### src/logic/wb_bus_pkg.sv
package wb_bus_pkg;

    // Byte addressing on the bus.
    localparam int WB_ADDR_WIDTH = 32;

    // One beat carries a halfword.
    localparam int WB_DATA_WIDTH = 16;

    localparam int WB_SEL_WIDTH  = WB_DATA_WIDTH / 8;
    localparam int WB_BEAT_BYTES = WB_SEL_WIDTH;      // Address step between beats.
    localparam int WB_BEAT_SHIFT = $clog2(WB_BEAT_BYTES);

    // The SRAM slave wraps its byte address modulo this many halfwords.
    localparam int WB_SRAM_WORDS     = 128;
    localparam int WB_SRAM_IDX_WIDTH = $clog2(WB_SRAM_WORDS);

    typedef logic [WB_ADDR_WIDTH-1:0] wb_addr_t;
    typedef logic [WB_DATA_WIDTH-1:0] wb_data_t;
    typedef logic [WB_SEL_WIDTH-1:0]  wb_sel_t;

endpackage

### src/logic/drv_cmd_pkg.sv
package drv_cmd_pkg;

    // Host word as seen on the plain strobe interface.
    localparam int DRV_DATA_WIDTH = 32;

    localparam int DRV_NUM_BEATS  = DRV_DATA_WIDTH / wb_bus_pkg::WB_DATA_WIDTH;

    // Counters must reach DRV_NUM_BEATS itself, not just DRV_NUM_BEATS - 1.
    localparam int DRV_CNT_WIDTH  = $clog2(DRV_NUM_BEATS + 1);

    typedef logic [DRV_DATA_WIDTH-1:0] drv_data_t;

    typedef enum logic [1:0] {
        DRV_ST_IDLE = 2'b00,
        DRV_ST_REQS = 2'b01,
        DRV_ST_ACKS = 2'b10
    } drv_state_t;

endpackage

### src/logic/wb_bus_if.sv
interface wb_bus_if;

    logic                 cyc;
    logic                 stb;
    logic                 we;
    wb_bus_pkg::wb_sel_t  sel;
    wb_bus_pkg::wb_addr_t addr;
    wb_bus_pkg::wb_data_t wdata;
    wb_bus_pkg::wb_data_t rdata;
    logic                 ack;
    logic                 stall;

    modport master (
        output cyc,
        output stb,
        output we,
        output sel,
        output addr,
        output wdata,
        input  rdata,
        input  ack,
        input  stall
    );

    modport slave (
        input  cyc,
        input  stb,
        input  we,
        input  sel,
        input  addr,
        input  wdata,
        output rdata,
        output ack,
        output stall
    );

endinterface

### src/logic/wb_master_driver.sv
module wb_master_driver (
    input  logic                   i_wb_clk,
    input  logic                   i_wb_rst,

    wb_bus_if.master               wb,

    input  logic                   i_drv_en,
    input  logic                   i_drv_we,
    input  wb_bus_pkg::wb_addr_t   i_drv_addr,
    input  drv_cmd_pkg::drv_data_t i_drv_data,
    output drv_cmd_pkg::drv_data_t o_drv_data,
    output logic                   o_drv_done,
    output logic                   o_drv_busy
);

    drv_cmd_pkg::drv_state_t               state_q;
    drv_cmd_pkg::drv_state_t               state_d;

    logic [drv_cmd_pkg::DRV_CNT_WIDTH-1:0] req_cnt_q;
    logic [drv_cmd_pkg::DRV_CNT_WIDTH-1:0] ack_cnt_q;

    logic                                  drv_we_q;
    wb_bus_pkg::wb_addr_t                  addr_q;
    drv_cmd_pkg::drv_data_t                wdata_q;
    drv_cmd_pkg::drv_data_t                rdata_q;

    logic                                  beat_acc;
    logic                                  last_req;
    logic                                  cmd_take;

    assign cmd_take = (state_q == drv_cmd_pkg::DRV_ST_IDLE) && i_drv_en;

    // Stb is only high inside a cycle, so cyc need not be checked again.
    assign beat_acc = wb.stb && !wb.stall;
    assign last_req = beat_acc &&
                      (req_cnt_q == drv_cmd_pkg::DRV_CNT_WIDTH'(drv_cmd_pkg::DRV_NUM_BEATS - 1));

    assign o_drv_busy = (state_q != drv_cmd_pkg::DRV_ST_IDLE);
    assign o_drv_done = (state_q == drv_cmd_pkg::DRV_ST_ACKS) &&
                        (ack_cnt_q == drv_cmd_pkg::DRV_CNT_WIDTH'(drv_cmd_pkg::DRV_NUM_BEATS));
    assign o_drv_data = rdata_q;

    assign wb.cyc   = (state_q != drv_cmd_pkg::DRV_ST_IDLE);
    assign wb.stb   = (state_q == drv_cmd_pkg::DRV_ST_REQS);
    assign wb.we    = drv_we_q;
    assign wb.sel   = '1;                  // Whole halfwords only.
    assign wb.addr  = addr_q;
    assign wb.wdata = wdata_q[wb_bus_pkg::WB_DATA_WIDTH-1:0];

    always_comb begin
        state_d = state_q;
        case (state_q)
            drv_cmd_pkg::DRV_ST_IDLE: begin
                if (i_drv_en) begin
                    state_d = drv_cmd_pkg::DRV_ST_REQS;
                end
            end
            drv_cmd_pkg::DRV_ST_REQS: begin
                if (last_req) begin
                    state_d = drv_cmd_pkg::DRV_ST_ACKS;
                end
            end
            drv_cmd_pkg::DRV_ST_ACKS: begin
                if (o_drv_done) begin
                    state_d = drv_cmd_pkg::DRV_ST_IDLE;
                end
            end
            default: begin
                state_d = drv_cmd_pkg::DRV_ST_IDLE;
            end
        endcase
    end

    always_ff @(posedge i_wb_clk) begin
        if (i_wb_rst) begin
            state_q <= drv_cmd_pkg::DRV_ST_IDLE;
        end else begin
            state_q <= state_d;
        end
    end

    always_ff @(posedge i_wb_clk) begin
        if (i_wb_rst || (state_q == drv_cmd_pkg::DRV_ST_IDLE)) begin
            req_cnt_q <= '0;
        end else if (beat_acc) begin
            req_cnt_q <= req_cnt_q + 1'b1;
        end
    end

    // Write acks can already arrive while the last beat is still requested.
    always_ff @(posedge i_wb_clk) begin
        if (i_wb_rst || (state_q == drv_cmd_pkg::DRV_ST_IDLE)) begin
            ack_cnt_q <= '0;
        end else if (wb.ack) begin
            ack_cnt_q <= ack_cnt_q + 1'b1;
        end
    end

    always_ff @(posedge i_wb_clk) begin
        if (cmd_take) begin
            drv_we_q <= i_drv_we;
            addr_q   <= i_drv_addr;
            wdata_q  <= i_drv_data;
        end else if (beat_acc) begin
            addr_q   <= addr_q + wb_bus_pkg::WB_ADDR_WIDTH'(wb_bus_pkg::WB_BEAT_BYTES);
            wdata_q  <= wdata_q >> wb_bus_pkg::WB_DATA_WIDTH;   // Next halfword moves down.
        end
    end

    // The first returned halfword ends up in the low half.
    always_ff @(posedge i_wb_clk) begin
        if (wb.ack && !drv_we_q && (state_q != drv_cmd_pkg::DRV_ST_IDLE)) begin
            rdata_q <= {wb.rdata,
                        rdata_q[drv_cmd_pkg::DRV_DATA_WIDTH-1:wb_bus_pkg::WB_DATA_WIDTH]};
        end
    end

endmodule

### src/logic/wb_sram_slave.sv
module wb_sram_slave (
    input  logic    i_wb_clk,
    input  logic    i_wb_rst,

    wb_bus_if.slave wb
);

    wb_bus_pkg::wb_data_t                     mem [wb_bus_pkg::WB_SRAM_WORDS];
    logic [wb_bus_pkg::WB_SRAM_IDX_WIDTH-1:0] mem_idx;

    logic                                     beat_acc;
    logic                                     wr_acc;
    logic                                     rd_acc;

    logic                                     wr_ack_q;
    logic                                     rd_pend_q;
    logic                                     rd_ack_q;
    wb_bus_pkg::wb_data_t                     rd_data_q;

    // Upper address bits are dropped, so the memory wraps.
    assign mem_idx = wb.addr[wb_bus_pkg::WB_BEAT_SHIFT +: wb_bus_pkg::WB_SRAM_IDX_WIDTH];

    assign beat_acc = wb.cyc && wb.stb && !rd_pend_q;
    assign wr_acc   = beat_acc && wb.we;
    assign rd_acc   = beat_acc && !wb.we;

    // A read in flight blocks the next beat for its wait state.
    assign wb.stall = rd_pend_q;
    assign wb.ack   = wr_ack_q || rd_ack_q;
    assign wb.rdata = rd_data_q;

    always_ff @(posedge i_wb_clk) begin
        if (wr_acc) begin
            mem[mem_idx] <= wb.wdata;
        end
    end

    always_ff @(posedge i_wb_clk) begin
        if (rd_acc) begin
            rd_data_q <= mem[mem_idx];          // Held until the next read is accepted.
        end
    end

    // Writes ack from the first stage, reads from the second.
    // Stall keeps any following write from overtaking a pending read ack.
    always_ff @(posedge i_wb_clk) begin
        if (i_wb_rst) begin
            wr_ack_q  <= 1'b0;
            rd_pend_q <= 1'b0;
            rd_ack_q  <= 1'b0;
        end else begin
            wr_ack_q  <= wr_acc;
            rd_pend_q <= rd_acc;
            rd_ack_q  <= rd_pend_q;
        end
    end

endmodule

### src/logic/wb_word_access.sv
module wb_word_access (
    input  logic                   i_wb_clk,
    input  logic                   i_wb_rst,

    input  logic                   i_drv_en,
    input  logic                   i_drv_we,
    input  wb_bus_pkg::wb_addr_t   i_drv_addr,
    input  drv_cmd_pkg::drv_data_t i_drv_data,
    output drv_cmd_pkg::drv_data_t o_drv_data,
    output logic                   o_drv_done,
    output logic                   o_drv_busy
);

    wb_bus_if wb_bus ();

    // Host side of the bus.
    wb_master_driver i_wb_master_driver (
        .i_wb_clk   (i_wb_clk),
        .i_wb_rst   (i_wb_rst),
        .wb         (wb_bus.master),
        .i_drv_en   (i_drv_en),
        .i_drv_we   (i_drv_we),
        .i_drv_addr (i_drv_addr),
        .i_drv_data (i_drv_data),
        .o_drv_data (o_drv_data),
        .o_drv_done (o_drv_done),
        .o_drv_busy (o_drv_busy)
    );

    wb_sram_slave i_wb_sram_slave (
        .i_wb_clk (i_wb_clk),
        .i_wb_rst (i_wb_rst),
        .wb       (wb_bus.slave)
    );

endmodule

### config.mk
export PLATFORM = sky130hd
export DESIGN_NAME = wb_word_access
export DESIGN_NICKNAME = d
export VERILOG_FILES = /design/src/logic/wb_bus_pkg.sv /design/src/logic/drv_cmd_pkg.sv /design/src/logic/wb_bus_if.sv /design/src/logic/wb_master_driver.sv /design/src/logic/wb_sram_slave.sv /design/src/logic/wb_word_access.sv
export SDC_FILE = /design/constraint.sdc
export NUM_CORES = 2
export LEC_CHECK = 0
export ABC_AREA = 1
export BUFFER_PORTS_ARGS = -buffer_cell sky130_fd_sc_hd__buf_2
export CAP_MARGIN = 20
export CORE_MARGIN = 8
export CORE_UTILIZATION = 37
export DETAILED_ROUTE_END_ITERATION = 6
export HOLD_SLACK_MARGIN = 0.08
export PLACE_DENSITY = 0.6
export SETUP_SLACK_MARGIN = 0.5
export SYNTH_ARGS = -nofsm -noshare
export SYNTH_HDL_FRONTEND = slang
export SYNTH_SLANG_ARGS = --single-unit
### constraint.sdc
create_clock -name i_wb_clk -period 3.7 [get_ports i_wb_clk]
set_input_delay 0.37 -clock i_wb_clk [delete_from_list [all_inputs] [get_ports i_wb_clk]]
set_output_delay 0.37 -clock i_wb_clk [all_outputs]
set_load 0.05 [all_outputs]
---- Word level (Yosys, flattened, before mapping) ----
Memory sizes are Yosys's and may differ from the RTL's. A register that Yosys moved wholly into a read port is not among the register bits.
Index checks and enable logic that the tools add are counted.
storage, ports and cells
  bits in registers ....................... 106
  bits in latches ......................... 0
  RAM bits ................................ 2,048
  ROM bits ................................ 0
  bits of input ports ..................... 68
  output and inout port bits .............. 34
  logic and storage cells ................. 49
  memories kept ........................... 1
memories
  memory               depth  width  read ports  clocked after Yosys merged registers in  write ports  line                source
  i_wb_sram_slave.mem  128    16     1           1                                        1            wb_sram_slave.sv:8  wb_bus_pkg::wb_data_t mem [wb_bus_pkg::WB_SRAM_WORDS];
cells by class
  $add $sub $neg .......................... 3
  multipliers ............................. 0
  divide/modulo/power cells ............... 0
  $lt $le $gt $ge ......................... 0
  eq/ne operators ......................... 7
  shift operators ......................... 0
  multiplexer cells ....................... 10
  bitwise logic cells ..................... 0
  reductions and logical operators ........ 18
operators by type and width
  cell                                                                   count
  32-bit 2-to-1 mux                                                      4
  32-bit by 2-bit adder with 32-bit output, second input constant        1
  1-bit logical AND                                                      10
  2-bit 2-to-1 mux                                                       3
  2-bit != test, second input constant                                   3
  2-bit one-hot mux with 3 select lines                                  1
  2-bit by 1-bit adder with 2-bit output, second input constant          2
  2-bit by 1-bit equality test with 1-bit output, second input constant  2
  2-bit equality test, second input constant                             2
  2-bit nonzero test                                                     2
  3-bit AND reduction                                                    1
  1-bit zero test                                                        2
  2-bit zero test                                                        1
  1-bit logical OR                                                       2
  1-bit 2-to-1 mux                                                       2

---- Longest topological paths before layout ----
  depth in word-level cells ............... 6
  gate-level depth with buffers ........... 17
  gate-level depth less buffers ........... 13

---- By module ----
Synthesis repeated with hierarchy kept, for this count alone.
second synthesis, totals
  cell total of the unflattened synthesis .. 9,129
  area, all modules ....................... 92,124.6 µm²
modules (own cells, without submodules)
  module            instances  cells an instance  area an instance (µm²)
  wb_sram_slave     1          8,613              87,196.1
  wb_master_driver  1          516                4,928.5

---- Least setup slack after synthesis ----
Ideal clock, no wire load.
  path kind ............................... reg2reg
  from .................................... register i_wb_master_driver.drv_we_q (netlist: i_wb_master_driver.wb.we)
  to ...................................... register i_wb_master_driver.rdata_q[0] (netlist: i_wb_master_driver.o_drv_data[0]) (enable)
  setup time .............................. 0.461 ns
  arrival ................................. 2.677 ns
  required time ........................... 3.239 ns
  path slack .............................. 0.562 ns
  stages on the path, launching flop included .. 2
  clock period less this slack ............ 3.138 ns
  cells stage by stage .................... edfxtp_1 > nor3_1
on the way
  word-level cells in the longest chain between the ends .. 3
RTL lines
  what                            line                     source
  start, declared                 wb_master_driver.sv:22   logic drv_we_q;
  start signal, assigned          wb_master_driver.sv:101  drv_we_q <= i_drv_we;
  1-bit zero test                 wb_master_driver.sv:112  if (wb.ack && !drv_we_q && (state_q != drv_cmd_pkg::DRV_ST_IDLE)) begin
  1-bit logical AND (2 in a row)  wb_master_driver.sv:112
  end signal, assigned            wb_master_driver.sv:113  rdata_q <= {wb.rdata,
  end, declared                   wb_master_driver.sv:25   drv_cmd_pkg::drv_data_t rdata_q;
Every way passes these cells.
A chain may end at the register's enable or synchronous reset.

---- Worst setup path after layout ----
  from .................................... register i_wb_master_driver.addr_q[3] (netlist: i_wb_master_driver.wb.addr[3])
  to ...................................... memory i_wb_sram_slave.mem[101][7] in the netlist's numbering (enable)
RTL lines
  what                    line                     source
  start, declared         wb_master_driver.sv:23   wb_bus_pkg::wb_addr_t addr_q;
  start signal, assigned  wb_master_driver.sv:102  addr_q <= i_drv_addr;
  start signal, assigned  wb_master_driver.sv:105  addr_q <= addr_q + wb_bus_pkg::WB_ADDR_WIDTH'(wb_bus_pkg::WB_BEAT_BYTES);
  end, declared           wb_sram_slave.sv:8
Straight into the memory's write port.

==> results.yml <==
routing:
  vias: 60700
  dr.pass1.iters: 6
  first_iter_violations: 5814
  wl_per_cell_um: 19.8
  vias_per_cell: 4.89
  wl_um: 246000
  drc: 0
  route.antenna.remaining_nets: 0
critical_path:
  max_stage_delay_ns: 0.69
  crit_family: "simple AND/OR/NAND/NOR gates"
  rr_worst_depth: 6
  end_kind: "register"
  timing.rr.end: "i_wb_sram_slave.mem[101][7]"
  critPathMaxFanout: 35
  rrSetupSlack_ns: 0.54
  critPathKind: "register to register"
  worstSetupStartpointType: "register"
  rr_startpoint: "i_wb_master_driver.wb.addr[3]"
  worst_ep_required_time_ns: 4.28
  slowest_stage: "edfxtp_1"
  startpoint: "i_wb_master_driver.wb.addr[3]"
  crit_top_cell: "buf_4"
  timing.critical_path.buf_inv: 3
  crit_chain: "inv_8 > nor2_4 > nand3_2 > buf_4 > nor2_1 > buf_4"
  arrival_ns: 3.74
placed_design:
  dp_cells: 12000
  hpwlAfterDp_um: 138000
  place_congestion: 0.824
  io_buffers: 76
  placed_area_um2: 95400
timing:
  hold_viol: 0
  maxSlewViolCount: 0
  setup_viol_count_final: 0
  max_freq_ghz: 0.316
  fin_tns_setup_ns: 0
  fin_worst_skew_ns: 0.0696
  finalCritPeriodShare_pct: 85.5
  period_needed_ns: 3.16
  rsz0062_at_grt: "true"
  slew_headroom_pct: 27.1
  worst_pin_slew_ns: 1.09
grt:
  grt_max_degree: 143
  grt_util_all_layers_pct: 18.4
  grt_pass1_vias: 58300
  gr-total-overflow: 0
  antenna_found_initial: 12
  grt_pass1_wl_um: 366000
floorplan:
  die_h_um: 509
  coreArea_um2: 243000
  dieArea_um2: 260000
  initial_core_util_pct: 37.1
  rows: 181
  dieWidth_um: 509
  pin_count: 102
power:
  vdd_drop_max_mv: 0.488
  leakage_nw: 42.6
  power.density_nw_per_um2: 573
  finalPower_w: 0.0589
finish:
  multi_input_area_um2: 23400
  instances_no_fill: 12400
  fin_nets: 9102
  n_fill_cell: 22700
  drive_gt1_share_pct: 7.64
  final_util_pct: 42.3
  design_area_um2: 103000
  area_growth_pct: 14.0
  register_area_um2: 64300
hold_path:
  min_from: "i_drv_we"
  holdPathStages: 2
  min_to: "i_wb_master_driver.wb.we"
  worst_hold_path_type: "primary input to register"
clock_tree:
  cts_root_buf: "clkbuf_16"
  cts.sinks: 2145
  htreeDepth: 4
  cts.reportedPaths.clkPinSlew_ns: 0.06
  cts_tree: "yes"
  clock_path_buffers: 3
  numCtsBuffers: 213
  clkLatencyLatePin_ns: 0.88
synth:
  yosys_warnings: 0
  ys_seq_elements: 2145
  synth_top_area_share_pct: 71.2
  synthTopCellsByArea: "edfxtp_1, nand2_1, buf_2"
  syn_area_per_cell_um2: 10.2
  synth_cell_types: 30
  ys_seq_area_share_pct: 71.4
  yosys.area.top_type: "edfxtp_1"
  synthCells: 8839
  synth_fp_nets: 8910
  syn_area_um2: 90100
job:
  drv_cap: 0
status:
  outcome: "finished, final reports clean"
==> per-stage QoR <==
stage	hold WS, ns	setup WS [ns]
after floorplan	0.400	0.562
after global placement	0.404	0.585
after detailed placement	0.421	0.558
after CTS	0.129	0.525
after global routing	0.187	0.480
final	0.216	0.538
==> cell usage after synthesis, drive strengths merged <==
cell    number
clkinv       2
o21ai        8
clkbuf     107
a211oi       1
nor3         2
nand3       36
or2         14
inv         88
a21oi       13
buf        334
xor2         1
ha           3
edfxtp    2136
nand3b       1
o21bai       1
dfxtp        9
nand4        1
a31oi        1
xnor2        1
nor2       347
o211ai       3
nand2     5730
==> report_power, final <==
group          internal (W)  switching (W)
logic               0.00236        0.00753
clock network        0.0120        0.00931
registers            0.0276       0.000142
==> layout by cell type, fill, tap and decap left out, types with 35 or more instances in the layout <==
cell type      netlist  final
nand2_1           5730   5729
edfxtp_1          2136   2136
nor2_1             344    339
buf_4               21    243
clkbuf_16            0    214
inv_1               85     83
buf_2              273     76
clkinv_1             2     54
buf_12               0     54
clkbuf_1           107     43
dlygate4sd3_1        0     41
clkinv_2             0     35
==> flip-flops by register name, summed over array words and instances (netlist names), 2 cells and up <==
name / count
i_wb_master_driver.ack_cnt_q: 2
i_wb_master_driver.o_drv_data: 32
i_wb_master_driver.wb.addr: 7
i_wb_sram_slave.mem: 2048
i_wb_master_driver.state_q: 2
i_wb_master_driver.wdata_q: 32
i_wb_sram_slave.wb.rdata: 16
i_wb_master_driver.req_cnt_q: 2
==> how the worst max path moves through the flow <==
stage,to,cells after the start,slack (ns)
after floorplan,i_wb_master_driver.o_drv_data[0],1,0.56
after global placement,i_wb_sram_slave.wb.rdata[0],15,0.58
after CTS,i_wb_sram_slave.mem[20][4],6,0.53
after detailed placement,i_wb_sram_slave.wb.rdata[15],15,0.56
after global routing,i_wb_sram_slave.mem[20][4],6,0.48
final,i_wb_sram_slave.mem[101][7],6,0.54
==> worst register-to-register path, delay by kind of cell (launching register included) <==
family	cells	cell delay, ns
AND/OR/NAND/NOR	3	1.25
buffers and inverters	3	0.93
flip-flops	1	0.69
==> metal layers <==
| metal | track usage, % | wire (um) | vias to the layer above |
|---|---|---|---|
| met4 | 6.50 | 8170 | 2 |
| met5 | 0 | 7 | - |
| li1 | - | - | 28900 |
| met3 | 2.73 | 17700 | 380 |
| met1 | 25.2 | 105000 | 29300 |
| met2 | 30.1 | 115000 | 2133 |
==> cells by family (layout without fill, tap and decap cells) <==
kind of cell             count (synthesis)  count (layout)  synth area share [%]
AND/OR/NAND/NOR                       6131            6131                  25.7
flip-flops                            2145            2145                  71.4
buffers and inverters                  531             896                  2.71
AO/OA/AOI/OAI                           27              27                 0.165
adder cells (fa/ha/maj)                  3               3                0.0417
XOR/XNOR                                 2               2                0.0194
other                                    0               5                     0
==> final cells by class <==
class / count / area share (%)
repair inverters: 1 / 0.0110
inverters: 90 / 0.369
multi-input cells: 6163 / 22.8
clock buffers: 257 / 5.37
well taps: 3202 / 3.90
flip-flops and latches: 2145 / 62.6
repair buffers: 417 / 3.65
clock inverters: 131 / 1.28
diodes: 5 / 0.0122
==> timing repair <==
action                     in CTS  in global routing
gates resized for setup         0                  4
hold endpoints to repair       49                  0
setup endpoints to repair       0                 53
buffers inserted                0                  4
hold buffers                   41                  0
(Power assumes the default switching activity.)
